[src/rtl/fpEstTable_macros.svh]
`ifndef FPE_TABLE_MACROS_SVH
`define FPE_TABLE_MACROS_SVH

// ####################
// Word layout.
// ####################
`define FPE_WORD_W      68  // Tag, exponent and mantissa.
`define FPE_EXP_LSB     54  // Exponent sits at 65:54.

// ####################
// Table geometry.
// ####################
`define FPE_TABLE_DEPTH 320
`define FPE_ADDR_W      9
`define FPE_WADDR_LSB   45  // Write address is opB 53:45.

// Index, read and merge stages.
`define FPE_LATENCY     3

`endif
[src/rtl/fpEstTable_pkg.sv]
`default_nettype none

`include "fpEstTable_macros.svh"

package fpEstTable_pkg;

  // ####################
  // Data words.
  // ####################

  // Operand, table entry and result.
  typedef logic [`FPE_WORD_W-1:0] fpWord;

  // Table slot number.
  typedef logic [`FPE_ADDR_W-1:0] tableIdx;

  // ####################
  // Operations.
  // ####################

  // 0 to 4 read the table, 5 to 7 return a masked fraction.
  typedef enum logic [2:0] {
    opRecip   = 3'd0,  // Reciprocal seed.
    opRsqrt   = 3'd1,  // Reciprocal square root seed.
    opRecipHi = 3'd2,
    opRsqrtHi = 3'd3,
    opExpStep = 3'd4,  // Upper table region.
    opFracSh1 = 3'd5,
    opFracSh2 = 3'd6,
    opFracHi  = 3'd7
  } estOp;

endpackage

`default_nettype wire

[src/rtl/estResultMerge.sv]
`timescale 1ns/1ps
`default_nettype none

module estResultMerge (
  input  wire logic                  clk,
  input  wire logic                  arstN,
  input  wire fpEstTable_pkg::fpWord rdData,
  input  wire logic                  isTableOp,
  input  wire logic                  flipSign,
  input  wire logic [5:0]            fracMask,
  input  wire logic [5:0]            fracField,
  input  wire logic                  rdValid,
  output fpEstTable_pkg::fpWord      res,
  output logic                       resValid
);

  localparam int flipBit = 64;
  localparam int fracLsb = 47;  // Field lands at 52:47.

  fpEstTable_pkg::fpWord tableWord;
  fpEstTable_pkg::fpWord fracWord;
  fpEstTable_pkg::fpWord nextRes;

  // ####################
  // Select.
  // ####################

  always_comb begin
    tableWord          = rdData;
    tableWord[flipBit] = rdData[flipBit] ^ flipSign;

    fracWord                = '0;  // Everything outside the field is zero.
    fracWord[fracLsb +: 6] = fracField & fracMask;

    nextRes = isTableOp ? tableWord : fracWord;
  end

  // ####################
  // Output register.
  // ####################

  always_ff @(posedge clk or negedge arstN) begin
    if (!arstN) begin
      res      <= '0;
      resValid <= 1'b0;
    end else begin
      resValid <= rdValid;
      if (rdValid) begin
        res <= nextRes;  // Holds between reads.
      end
    end
  end

endmodule

`default_nettype wire

[config.mk]
export PLATFORM = sky130hd
export DESIGN_NAME = estResultMerge
export DESIGN_NICKNAME = d
export VERILOG_FILES = /design/src/rtl/fpEstTable_pkg.sv /design/src/rtl/estResultMerge.sv
export VERILOG_INCLUDE_DIRS = /design/src /design/src/rtl
export SDC_FILE = /design/constraint.sdc
export NUM_CORES = 1
export LEC_CHECK = 0
export BUFFER_PORTS_ARGS = -buffer_cell sky130_fd_sc_hd__buf_2
export CAP_MARGIN = 20
export CORE_MARGIN = 2
export CORE_UTILIZATION = 48
export DETAILED_ROUTE_END_ITERATION = 10
export GPL_ROUTABILITY_DRIVEN = 0
export MAX_ROUTING_LAYER = met4
export PLACE_DENSITY = 0.85
export SLEW_MARGIN = 30
export SYNTH_ARGS = -nofsm -noshare
export SYNTH_HDL_FRONTEND = slang
export SYNTH_SLANG_ARGS = --single-unit
[constraint.sdc]
create_clock -name clk -period 1.4 [get_ports clk]
set_input_delay 0.07 -clock clk [delete_from_list [all_inputs] [get_ports clk]]
set_output_delay 0.07 -clock clk [all_outputs]
set_load 0.01 [all_outputs]
==> results.txt <==
The clock latency on the worst-skew pair is 0.32 ns, and the number of placement rows is 28. The wire length after detailed routing is 7.78 mm, and the combined area of the multi-input logic cells is 763 um2. For the number of antenna violations at the first check in global routing, the log shows 0. Setup repair after global routing left no endpoint under its margin.

Traced cell by cell, the critical path runs through buf_2. The synthesized area per cell is 9.48 um2. Setup violations remaining at the end of the flow were counted as 0. For the standard cell core area, the log shows 0.00585 mm2.

The transition at the pin with the smallest max-transition slack is 0.507 ns. The via count of the routed design came out at 2,852. The post-layout net count was 589; the count of buffers from port buffering was 153. The y dimension of the die came out at 81.3 um.

By startpoint and endpoint, the worst setup path is classified as flop to output port. The total overflow left after global routing is 0. In this run the clock root is driven by a sky130_fd_sc_hd__clkbuf_8. The final HPWL from detailed placement came out at 4.37 mm. Global routing consumed, over all layers together, 24.4% of the routing resources. The maximum vdd ir drop is 655 uV, and the count of pins on the block boundary is 154.

The run gives 0.00173 mm2 as the flip-flop and latch area. The first global-routing pass estimated 12.0 mm of wire. By area the synthesized netlist is led by sky130_fd_sc_hd__dfrtp_1, sky130_fd_sc_hd__nand3_1, sky130_fd_sc_hd__o21ai_0, sky130_fd_sc_hd__inv_1, sky130_fd_sc_hd__buf_6.

Clock-pin slew was measured on the worst setup and hold paths at 0.07 ns. The top cell type by total area after synthesis was sky130_fd_sc_hd__dfrtp_1. The type of origin of the critical path is a flop. In this run the worst path has a maximum fanout of 2. Fill cells in the final layout number 413. The standby leakage power is 2.28 nW, and the number of maximum-capacitance constraint violations is 0.

The number of pins with negative max-slew slack in the final report is 0, and the first-iteration detailed-routing DRC count is 108. The count of unresolved DRC violations after routing is 0. The worst hold path begins at rdData[56]. The die covers 0.00662 mm2. The tools report the final hold slack as -0.00335 ns.

The power density over the cells is 1030 mW/mm2. The number of global-route vias before repair was 2,744. The top cell types in the final layout, fill and taps aside, are sky130_fd_sc_hd__buf_2, sky130_fd_sc_hd__dfrtp_1, sky130_fd_sc_hd__inv_1. For this run, the share of the core covered by cells in the final layout is 75.1%. The shortest clock period the worst path allows after layout came out at 0.943 ns.

The run gives 0 ns as the final clock skew. The number of buffers and inverters on the critical path was 1; the detailed-router iteration count before antenna repair was 4. Of the cells placed in the final design, the portion with a size suffix greater than 1 is 33.5%. Cell with the largest stage delay on the worst path: sky130_fd_sc_hd__dfrtp_1. TritonCTS built the clock tree. In the synthesized netlist, the number of instances is 303.

The final reports fail on hold timing. The worst hold path belongs to the class input pin to flop. Sequential elements use 60.1% of the synthesized area. The start point of the critical path was res[10]$_DFFE_PN0P_. Sort of element at the end of the critical path: an output port. The net count of the mapped netlist was 388.

The post-CTS setup buffer count is 0. The initial cell density of the core came out at 49.1%. Broken down by cell family, the worst path's largest delay share belongs to flip-flops. The tools report the number of H-tree levels as 3. The run gives 0 as the synthesis warning total. Using the TritonRoute via totals, the vias-per-cell ratio works out to 4.89. Entering global routing, the biggest net connects 138 pins. In this run the critical register-to-register path is launched from res[52]$_DFFE_PN0P_.

After synthesis the netlist holds a flip-flop and latch count of 69. In this run, CTS created clock tree buffers numbering 9. The library cell used most frequently in the layout, excluding fill and tap cells, is sky130_fd_sc_hd__buf_2. The average wire per standard cell works out to 13.3 um. The worst pin sits at a relative slew slack of 66.2%. From left edge to right edge, the die measures 81.3 um. At the worst endpoint, the arrival time is 0.87 ns.

For this run, the slowest stage of the critical path takes 0.39 ns. Relative to the synthesized area, the layout overhead comes to 53.0%. For the setup TNS, the log shows 0 ns. The run finished, with violations left. The count of nets left with antenna violations once routing finished came out at 0. The logs give 0 for the total inserted antenna cells and 1 for the final hold violation count.

In this run, distinct cell masters in the synthesized netlist total 15. The tools report the worst path required time as 1.33 ns. For the maximum clock frequency, the log shows 1060 MHz. The share of synthesized area in the top cell type comes to 60.1%. The tree built by TritonCTS fans out to 69 sinks. In the finished design, the share of the clock period the worst path needs comes to 67.3%.

The synthesized area was 0.00287 mm2; the buffer levels on the longest clock path was 2.
[flip-flops by register name (all words and copies together), names as in the netlist]
name,cells
resValid,1
res,68
[stage by stage]
stage	power (mW)	worst slack, ns	std cells	instance area (um2)	hold WS, ns
floorplan	2.60	0.704	303	2870	-0.226
finish	4.51	0.457	583	4390	-0.00335
CTS	4.52	0.448	583	4390	0.000234
global route	4.74	0.423	583	4390	0.00189
global placement	2.94	0.526	511	3640	0.118
detailed placement	2.96	0.456	511	3640	0.120
[Yosys cell counts, drive strengths merged]
cell type,n
nand3,61
nor2,6
dfrtp,69
xnor2,1
inv,62
a31oi,6
buf,17
o21ai,61
clkbuf,6
nand3b,6
nand2,7
o22ai,1
[worst paths after layout]
path                                             to  slack, ns  depth (start not counted)
worst max-delay path                        res[10]       0.46                          1
worst min-delay path            res[56]$_DFFE_PN0P_     -0.003                          3
worst max register to register  res[52]$_DFFE_PN0P_       0.72                          2
worst min register to register  res[54]$_DFFE_PN0P_       0.51                          2
max in group asynchronous       res[64]$_DFFE_PN0P_       0.82                          3
min in group asynchronous       res[30]$_DFFE_PN0P_       0.28                          3
[layout make-up]
type / instances / share of cell area, %
clock buffers: 14 / 3.93
clock inverters: 1 / 0.114
inverters: 62 / 5.30
multi-input cells: 149 / 17.4
flip-flops and latches: 69 / 39.3
well taps: 75 / 2.14
repair buffers: 213 / 31.8
[logic make-up after synthesis]
logic type	share of synthesized area, %
AO/OA/AOI/OAI	12.4
XOR/XNOR	0.305
buffers and inverters	13.3
flip-flops	60.1
AND/OR/NAND/NOR	13.9
[power breakdown]
part | leakage [nW] | internal [mW] | switching [mW]
Sequential | 0.888 | 2.15 | 0.0861
Clock | 0.0926 | 0.779 | 0.673
Combinational | 1.30 | 0.398 | 0.420
[metal layers]
metal  up-vias  GRT usage [%]  wire [um]  part of all wire (%)
met5         -              -          0                     0
li1       1376              -          -                     -
met1      1322           28.2       3100                    40
met4         0           13.7        262                   3.4
met3        24           5.44        542                   7.0
met2       130           39.4       3870                    50
[what timing repair did]
item                      CTS  global route
hold buffers               57             0
hold endpoints to repair  125             0
resized for setup           0             0
(Power assumes the default switching activity.)
