[config.mk]
export PLATFORM = sky130hd
export DESIGN_NAME = estIndexGen
export DESIGN_NICKNAME = d
export VERILOG_FILES = /design/src/rtl/fpEstTable_pkg.sv /design/src/rtl/estIndexGen.sv
export VERILOG_INCLUDE_DIRS = /design/src /design/src/rtl
export SDC_FILE = /design/constraint.sdc
export NUM_CORES = 1
export LEC_CHECK = 0
export ABC_AREA = 1
export ABC_CLOCK_PERIOD_IN_PS = 800
export BUFFER_PORTS_ARGS = -buffer_cell sky130_fd_sc_hd__clkbuf_2
export CAP_MARGIN = 30
export CORE_UTILIZATION = 35
export DETAILED_ROUTE_END_ITERATION = 8
export PLACE_DENSITY_LB_ADDON = 0.15
export SLEW_MARGIN = 20
export SYNTH_ARGS = -nofsm -noshare
export SYNTH_HDL_FRONTEND = slang
export SYNTH_SLANG_ARGS = --single-unit
[constraint.sdc]
create_clock -name clk -period 0.8 [get_ports clk]
set_clock_uncertainty 0.1 [all_clocks]
set_input_delay 0.04 -clock clk [delete_from_list [all_inputs] [get_ports clk]]
set_output_delay 0.04 -clock clk [all_outputs]
set_load 0.005 [all_outputs]
[src/rtl/fpEstTable_macros.svh]
`ifndef FPE_TABLE_MACROS_SVH
`define FPE_TABLE_MACROS_SVH

// ####################
// Word layout.
// ####################
`define FPE_WORD_W      68  // Tag, exponent and mantissa.
`define FPE_EXP_LSB     54  // Exponent sits at 65:54.

// ####################
// Table geometry.
// ####################
`define FPE_TABLE_DEPTH 320
`define FPE_ADDR_W      9
`define FPE_WADDR_LSB   45  // Write address is opB 53:45.

// Index, read and merge stages.
`define FPE_LATENCY     3

`endif
[src/rtl/fpEstTable_pkg.sv]
`default_nettype none

`include "fpEstTable_macros.svh"

package fpEstTable_pkg;

  // ####################
  // Data words.
  // ####################

  // Operand, table entry and result.
  typedef logic [`FPE_WORD_W-1:0] fpWord;

  // Table slot number.
  typedef logic [`FPE_ADDR_W-1:0] tableIdx;

  // ####################
  // Operations.
  // ####################

  // 0 to 4 read the table, 5 to 7 return a masked fraction.
  typedef enum logic [2:0] {
    opRecip   = 3'd0,  // Reciprocal seed.
    opRsqrt   = 3'd1,  // Reciprocal square root seed.
    opRecipHi = 3'd2,
    opRsqrtHi = 3'd3,
    opExpStep = 3'd4,  // Upper table region.
    opFracSh1 = 3'd5,
    opFracSh2 = 3'd6,
    opFracHi  = 3'd7
  } estOp;

endpackage

`default_nettype wire

[src/rtl/estIndexGen.sv]
`timescale 1ns/1ps
`default_nettype none

`include "fpEstTable_macros.svh"

module estIndexGen (
  input  wire logic                    clk,
  input  wire logic                    arstN,
  input  wire fpEstTable_pkg::fpWord   opA,
  input  wire fpEstTable_pkg::estOp    op,
  input  wire logic                    readEn,
  output fpEstTable_pkg::tableIdx      slot,
  output logic [5:0]                   fracMask,
  output logic                         isTableOp,
  output logic                         flipSign,
  output logic [5:0]                   fracField,
  output logic                         rdValid
);

  localparam logic [11:0] baseLo = 12'd2040;
  localparam logic [11:0] baseHi = 12'd2044;
  localparam int          flipBit = 64;

  logic [11:0] expo;
  logic [4:0]  m5;
  logic [2:0]  kLo;
  logic [2:0]  kHi;
  logic [5:0]  bucket;
  logic [5:0]  nextMask;
  logic        nextTableOp;
  logic        nextFlip;
  fpEstTable_pkg::tableIdx nextSlot;

  // ####################
  // Decoders.
  // ####################

  // Distance above base, 0 when outside 1..6.
  function automatic logic [2:0] stepsAbove(input logic [11:0] e, input logic [11:0] base);
    logic [11:0] d;
    d = e - base;
    return (d >= 12'd1 && d <= 12'd6) ? d[2:0] : 3'd0;
  endfunction

  // Leading one, then the top k-1 mantissa bits.
  function automatic logic [5:0] recipCode(input logic [2:0] k, input logic [4:0] m);
    if (k == 3'd0) begin
      return 6'd0;
    end
    return {1'b1, 5'(m >> (3'd6 - k))};
  endfunction

  // Exponent parity on top; the mantissa part starts at k of 2.
  function automatic logic [5:0] rsqrtCode(input logic [2:0] k, input logic e0,
                                           input logic [4:0] m);
    if (k == 3'd0) begin
      return 6'd0;
    end else if (k == 3'd1) begin
      return {e0, 5'd0};
    end
    return {e0, 1'b1, 4'(m >> (3'd7 - k))};
  endfunction

  // Low k bits set.
  function automatic logic [5:0] kMask(input logic [2:0] k);
    if (k == 3'd0) begin
      return 6'd0;
    end
    return 6'b111111 >> (3'd6 - k);
  endfunction

  assign expo = opA[`FPE_EXP_LSB +: 12];
  assign m5   = opA[`FPE_EXP_LSB-1 -: 5];
  assign kLo  = stepsAbove(expo, baseLo);
  assign kHi  = stepsAbove(expo, baseHi);

  always_comb begin
    case (op)
      fpEstTable_pkg::opRecip: bucket = recipCode(kLo, m5);
      fpEstTable_pkg::opRsqrt: bucket = rsqrtCode(kLo, expo[0], m5);
      default:                 bucket = recipCode(kHi, m5);
    endcase

    case (op)
      fpEstTable_pkg::opFracSh1: nextMask = kMask(kLo) << 1;
      fpEstTable_pkg::opFracSh2: nextMask = kMask(kLo) << 2;
      fpEstTable_pkg::opFracHi:  nextMask = kMask(kHi) << 1;
      default:                   nextMask = 6'd0;
    endcase
  end

  // Bucket times four stays below 256, so the sum packs as a concatenation.
  assign nextSlot    = {op[2], bucket, op[1:0] & {2{~op[2]}}};
  assign nextTableOp = op <= fpEstTable_pkg::opExpStep;
  assign nextFlip    = opA[flipBit] &&
                       (op == fpEstTable_pkg::opRecip || op == fpEstTable_pkg::opRecipHi);

  // ####################
  // Stage register.
  // ####################

  always_ff @(posedge clk or negedge arstN) begin
    if (!arstN) begin
      rdValid <= 1'b0;
    end else begin
      rdValid <= readEn;
    end
  end

  always_ff @(posedge clk) begin
    if (readEn) begin
      slot      <= nextSlot;
      fracMask  <= nextMask;
      isTableOp <= nextTableOp;
      flipSign  <= nextFlip;
      fracField <= opA[52:47];  // Fraction bits under the mask.
    end
  end

endmodule

`default_nettype wire

==> report_table.html <==
<table>
<tr><th>Metric</th><th>Value</th></tr>
<tr><th colspan="2">Global route</th></tr>
<tr><td>Pin count of the biggest net entering global routing</td><td>24</td></tr>
<tr><td>First-pass GRT wire length</td><td>between 10 and 15 mm</td></tr>
<tr><td>Leftover overflow at the end of global routing</td><td>0</td></tr>
<tr><td>Via count of the first global-routing pass</td><td>approximately 2400</td></tr>
<tr><td>Overall fraction of global-route tracks in use</td><td>0.1972</td></tr>
<tr><td>Number of antenna violations at the first check in global routing</td><td>0</td></tr>
<tr><th colspan="2">Yosys</th></tr>
<tr><td>Sequential element share of the synthesized area</td><td>0.3034</td></tr>
<tr><td>Post-Synthesis Cells</td><td>between 300 and 400</td></tr>
<tr><td>Area share of xor/xnor cells in the synthesized design</td><td>0</td></tr>
<tr><td>Warnings, synthesis</td><td>0</td></tr>
<tr><td>Async set-reset flop share out of synthesis</td><td>0.04348</td></tr>
<tr><td>Average cell area after synthesis</td><td>~7.0 um^2</td></tr>
<tr><td>Share of the synthesized area in compound gates (AO/OA/AOI/OAI)</td><td>0.05759</td></tr>
<tr><td>Number of storage elements in the synthesis netlist</td><td>23</td></tr>
<tr><td>Share of cell area taken by muxes after synthesis</td><td>0</td></tr>
<tr><td>Unique masters post-synth</td><td>34</td></tr>
<tr><td>Adder and majority cell fraction of the synthesized area</td><td>0.07752</td></tr>
<tr><td>Combinational family with the most area after synthesis</td><td>simple AND/OR/NAND/NOR gates</td></tr>
<tr><td>Post-Synth Simple-Gate Area</td><td>0.4618</td></tr>
<tr><td>Post-synthesis instance area</td><td>approximately 2300 um^2</td></tr>
<tr><td>Number of enable-type register cells in the synthesized netlist</td><td>22</td></tr>
<tr><td>Prevailing post-synth register cell</td><td>edfxtp_1</td></tr>
<tr><td>Nets in the synthesized netlist</td><td>413</td></tr>
<tr><th colspan="2">Setup path</th></tr>
<tr><td>Max incr delay on CP</td><td>0.30 ns</td></tr>
<tr><td>Largest fanout of any net on the critical path</td><td>6</td></tr>
<tr><td>Arrival time at the worst endpoint</td><td>~2.1 ns</td></tr>
<tr><td>Worst path required time</td><td>slightly above 0.7 ns</td></tr>
<tr><td>Cells along the critical path</td><td>clkbuf_16, ha_4, nand2_4, nor2_4, nand3_2, nand2_2, nand2_2, nor2_4, nand2_4, nor2_4, ha_4, inv_2, ha_4, inv_6, o21ai_4, inv_1, nand2_1, nand3_1</td></tr>
<tr><td>Standard cell with the maximum stage delay on the critical path</td><td>ha_4</td></tr>
<tr><td>Category of the most critical setup path</td><td>input port to flip-flop</td></tr>
<tr><td>Crit path max-delay family</td><td>simple AND/OR/NAND/NOR gates</td></tr>
<tr><td>Bufs and invs on worst path</td><td>4</td></tr>
<tr><td>Endpoint class of the critical path</td><td>flip-flop</td></tr>
<tr><td>Kind of start point of the critical path</td><td>input port</td></tr>
<tr><th colspan="2">Clocking</th></tr>
<tr><td>Maximum buffer depth of the clock tree</td><td>2</td></tr>
<tr><td>Clk Tree Root Cell</td><td>clkbuf_8</td></tr>
<tr><td>Cts bufs inserted</td><td>3</td></tr>
<tr><td>Clock Sinks</td><td>23</td></tr>
<tr><td>Post-CTS clock slew at the launch and capture registers of the worst setup and hold paths</td><td>roughly 0.080 ns</td></tr>
<tr><td>Hold buffer count at CTS</td><td>3</td></tr>
<tr><td>CTS H-tree lvls</td><td>1</td></tr>
<tr><td>Clock tree from TritonCTS</td><td>yes</td></tr>
<tr><th colspan="2">Finish</th></tr>
<tr><td>Top library cells by usage in the layout, fill and taps aside</td><td>89 x nand2_1, 72 x buf_4, 44 x clkbuf_2</td></tr>
<tr><td>Post-route design area</td><td>roughly 3700 um^2</td></tr>
<tr><td>Growth of design area from synthesis to finish</td><td>62.13%</td></tr>
<tr><td>Share of layout cells above drive strength 1</td><td>0.4890</td></tr>
<tr><td>Number of inserted diodes</td><td>0</td></tr>
<tr><td>Utilization after layout</td><td>0.6045</td></tr>
<tr><td>Most frequent standard cell in the layout excluding fill and tap cells</td><td>nand2_1</td></tr>
<tr><td>Number of nets at the end of the flow</td><td>545</td></tr>
<tr><th colspan="2">Floorplanning</th></tr>
<tr><td>Die Y</td><td>between 80 and 90 um</td></tr>
<tr><td>Core area</td><td>6061 um^2</td></tr>
<tr><td>Number of placement rows</td><td>28</td></tr>
<tr><td>Starting Density</td><td>0.3728</td></tr>
<tr><td>Io pins</td><td>98</td></tr>
<tr><td>Die width</td><td>a little over 80 um</td></tr>
<tr><td>Floorplan die area</td><td>around 6800 um^2</td></tr>
<tr><th colspan="2">Power and ir drop</th></tr>
<tr><td>Portion of total power attributed to sequential cells</td><td>0.470</td></tr>
<tr><td>PD cells</td><td>slightly above 800 nW/um^2</td></tr>
<tr><td>Static Leakage</td><td>between 1.5 and 2 nW</td></tr>
<tr><td>Sw power</td><td>between 0.8 and 0.9 mW</td></tr>
<tr><td>Share of total power in combinational logic</td><td>0.297</td></tr>
<tr><td>Clock share of power</td><td>0.233</td></tr>
<tr><td>Proportion of total power due to net switching</td><td>0.2809</td></tr>
<tr><td>Pint</td><td>between 2 and 2.5 mW</td></tr>
<tr><td>Max VDD drop</td><td>between 0.0007 and 0.0008 V</td></tr>
<tr><th colspan="2">Drt</th></tr>
<tr><td>Remaining DRCs</td><td>1</td></tr>
<tr><td>Via count</td><td>2545</td></tr>
<tr><td>Number of DRC markers in iteration 0</td><td>130</td></tr>
<tr><td>Number of search-and-repair iterations in the first detailed-routing pass</td><td>7</td></tr>
<tr><td>Post-detailed-routing wire length</td><td>6.139 mm</td></tr>
<tr><td>Avg WL per Cell</td><td>about 12 um</td></tr>
<tr><td>Average vias per placed instance</td><td>4.793</td></tr>
<tr><td>Residual antenna-violating net count after detailed routing</td><td>0</td></tr>
<tr><th colspan="2">Timing</th></tr>
<tr><td>Final worst-path cycle share</td><td>2.699</td></tr>
<tr><td>Post-route minimum period</td><td>2.159 ns</td></tr>
<tr><td>Fin Hold WS</td><td>-0.03007 ns</td></tr>
<tr><td>Setup Viol. Count Final</td><td>34</td></tr>
<tr><td>Setup TNS</td><td>-15.97 ns</td></tr>
<tr><td>Hold Fails Final Rpt</td><td>4</td></tr>
<tr><td>Final slew viol count</td><td>0</td></tr>
<tr><td>Unrepaired setup endpoints after global routing</td><td>yes</td></tr>
<tr><td>Final Worst Setup Slack</td><td>-1.359 ns</td></tr>
<tr><td>Max Clk Rate</td><td>between 400 and 500 MHz</td></tr>
<tr><th colspan="2">Run status</th></tr>
<tr><td>Violated checks</td><td>DRC, hold timing, setup timing</td></tr>
<tr><td>Result of the run</td><td>finished, violations left</td></tr>
<tr><th colspan="2">Placement</th></tr>
<tr><td>Final RePlAce weighted congestion</td><td>~0.86</td></tr>
<tr><td>DP HPWL</td><td>4.928 mm</td></tr>
<tr><td>DP Area</td><td>about 3200 um^2</td></tr>
<tr><td>Port Buffers</td><td>47</td></tr>
<tr><td>Placement-stage worst setup slack</td><td>-1.921 ns</td></tr>
<tr><th colspan="2">Worst hold path</th></tr>
<tr><td>Kind of path behind the tightest hold check</td><td>input port to flip-flop</td></tr>
<tr><th colspan="2">Flow run</th></tr>
<tr><td>Max-capacitance violation count</td><td>0</td></tr>
</table>
registers in the layout (all words and copies together) (netlist names):
register and count:
slot 9, fracField 6, fracMask 5, flipSign 1, isTableOp 1, rdValid 1
Yosys cell counts (3+ instances only):
| cell | count | area share |
|---|---|---|
| edfxtp_1 | 22 | 0.29 |
| nand2_2 | 6 | 0.017 |
| nand2_1 | 100 | 0.17 |
| o21ai_1 | 4 | 0.0089 |
| a21oi_1 | 8 | 0.018 |
| ha_1 | 14 | 0.078 |
| nand3_1 | 40 | 0.089 |
| nand3b_1 | 3 | 0.010 |
| inv_2 | 4 | 0.0066 |
| clkinv_1 | 3 | 0.0050 |
| nand4_1 | 8 | 0.022 |
| inv_1 | 44 | 0.073 |
| nand3_2 | 3 | 0.013 |
| nor2_4 | 7 | 0.035 |
| o21ai_0 | 6 | 0.013 |
| nand2_4 | 4 | 0.020 |
| nor2_1 | 29 | 0.048 |
| nor2_2 | 4 | 0.011 |
worst paths after layout:
check	startpoint	slack (ns)	end	cells after the start
max	opA[57]	-1.36	fracMask[2]	18
min	opA[51]	-0.03	fracField[4]	2
max in group asynchronous	arstN	0.54	rdValid	2
min in group asynchronous	arstN	-0.02	rdValid	2
power by group through the flow:
stage | clock (mW) | combinational [mW] | sequential (mW)
finish | 0.700 | 0.895 | 1.42
global route | 0.767 | 1.00 | 1.43
CTS | 0.725 | 0.868 | 1.42
detailed placement | 0 | 0.803 | 1.44
global placement | 0 | 0.798 | 1.44
floorplan | 0 | 0.330 | 1.46
metrics by stage:
step | std cells | power, mW
floorplan | 325 | 1.786
global route | 531 | 3.195
detailed placement | 514 | 2.247
finish | 531 | 3.010
global placement | 514 | 2.239
CTS | 529 | 3.010
layout make-up:
class                           instances  area [um^2]
Fill cell                             538         2397
Timing Repair Buffer                  130        950.9
Multi-Input combinational cell        247         1652
Sequential cell                        23        685.7
Clock buffer                            3        41.29
Inverter                               52        235.2
Clock inverter                          1        5.005
Tap cell                               75        93.84
timing repair:
action	CTS	global route
pin swaps	30	19
hold endpoints to repair	7	5
gates resized for setup	40	24
endpoints found under the setup margin	34	34
buffers inserted	9	2
cells by family (layout without fill, tap and decap cells):
group / Yosys count / in the layout
and+or+nand+nor: 210 / 210
adders and majority gates: 14 / 14
other: 1 / 1
AOI/OAI and AO/OA: 22 / 22
buffers and inverters: 55 / 186
DFF: 23 / 23
metal layers:
metal,up-vias,wire (um),track usage
met5,-,0,0
met4,0,74,0.04211
met3,6,224,0.01319
met2,64,3121,0.3636
met1,1165,2718,0.2492
li1,1310,-,-
Note: power is estimated with default switching activity, not from simulation.
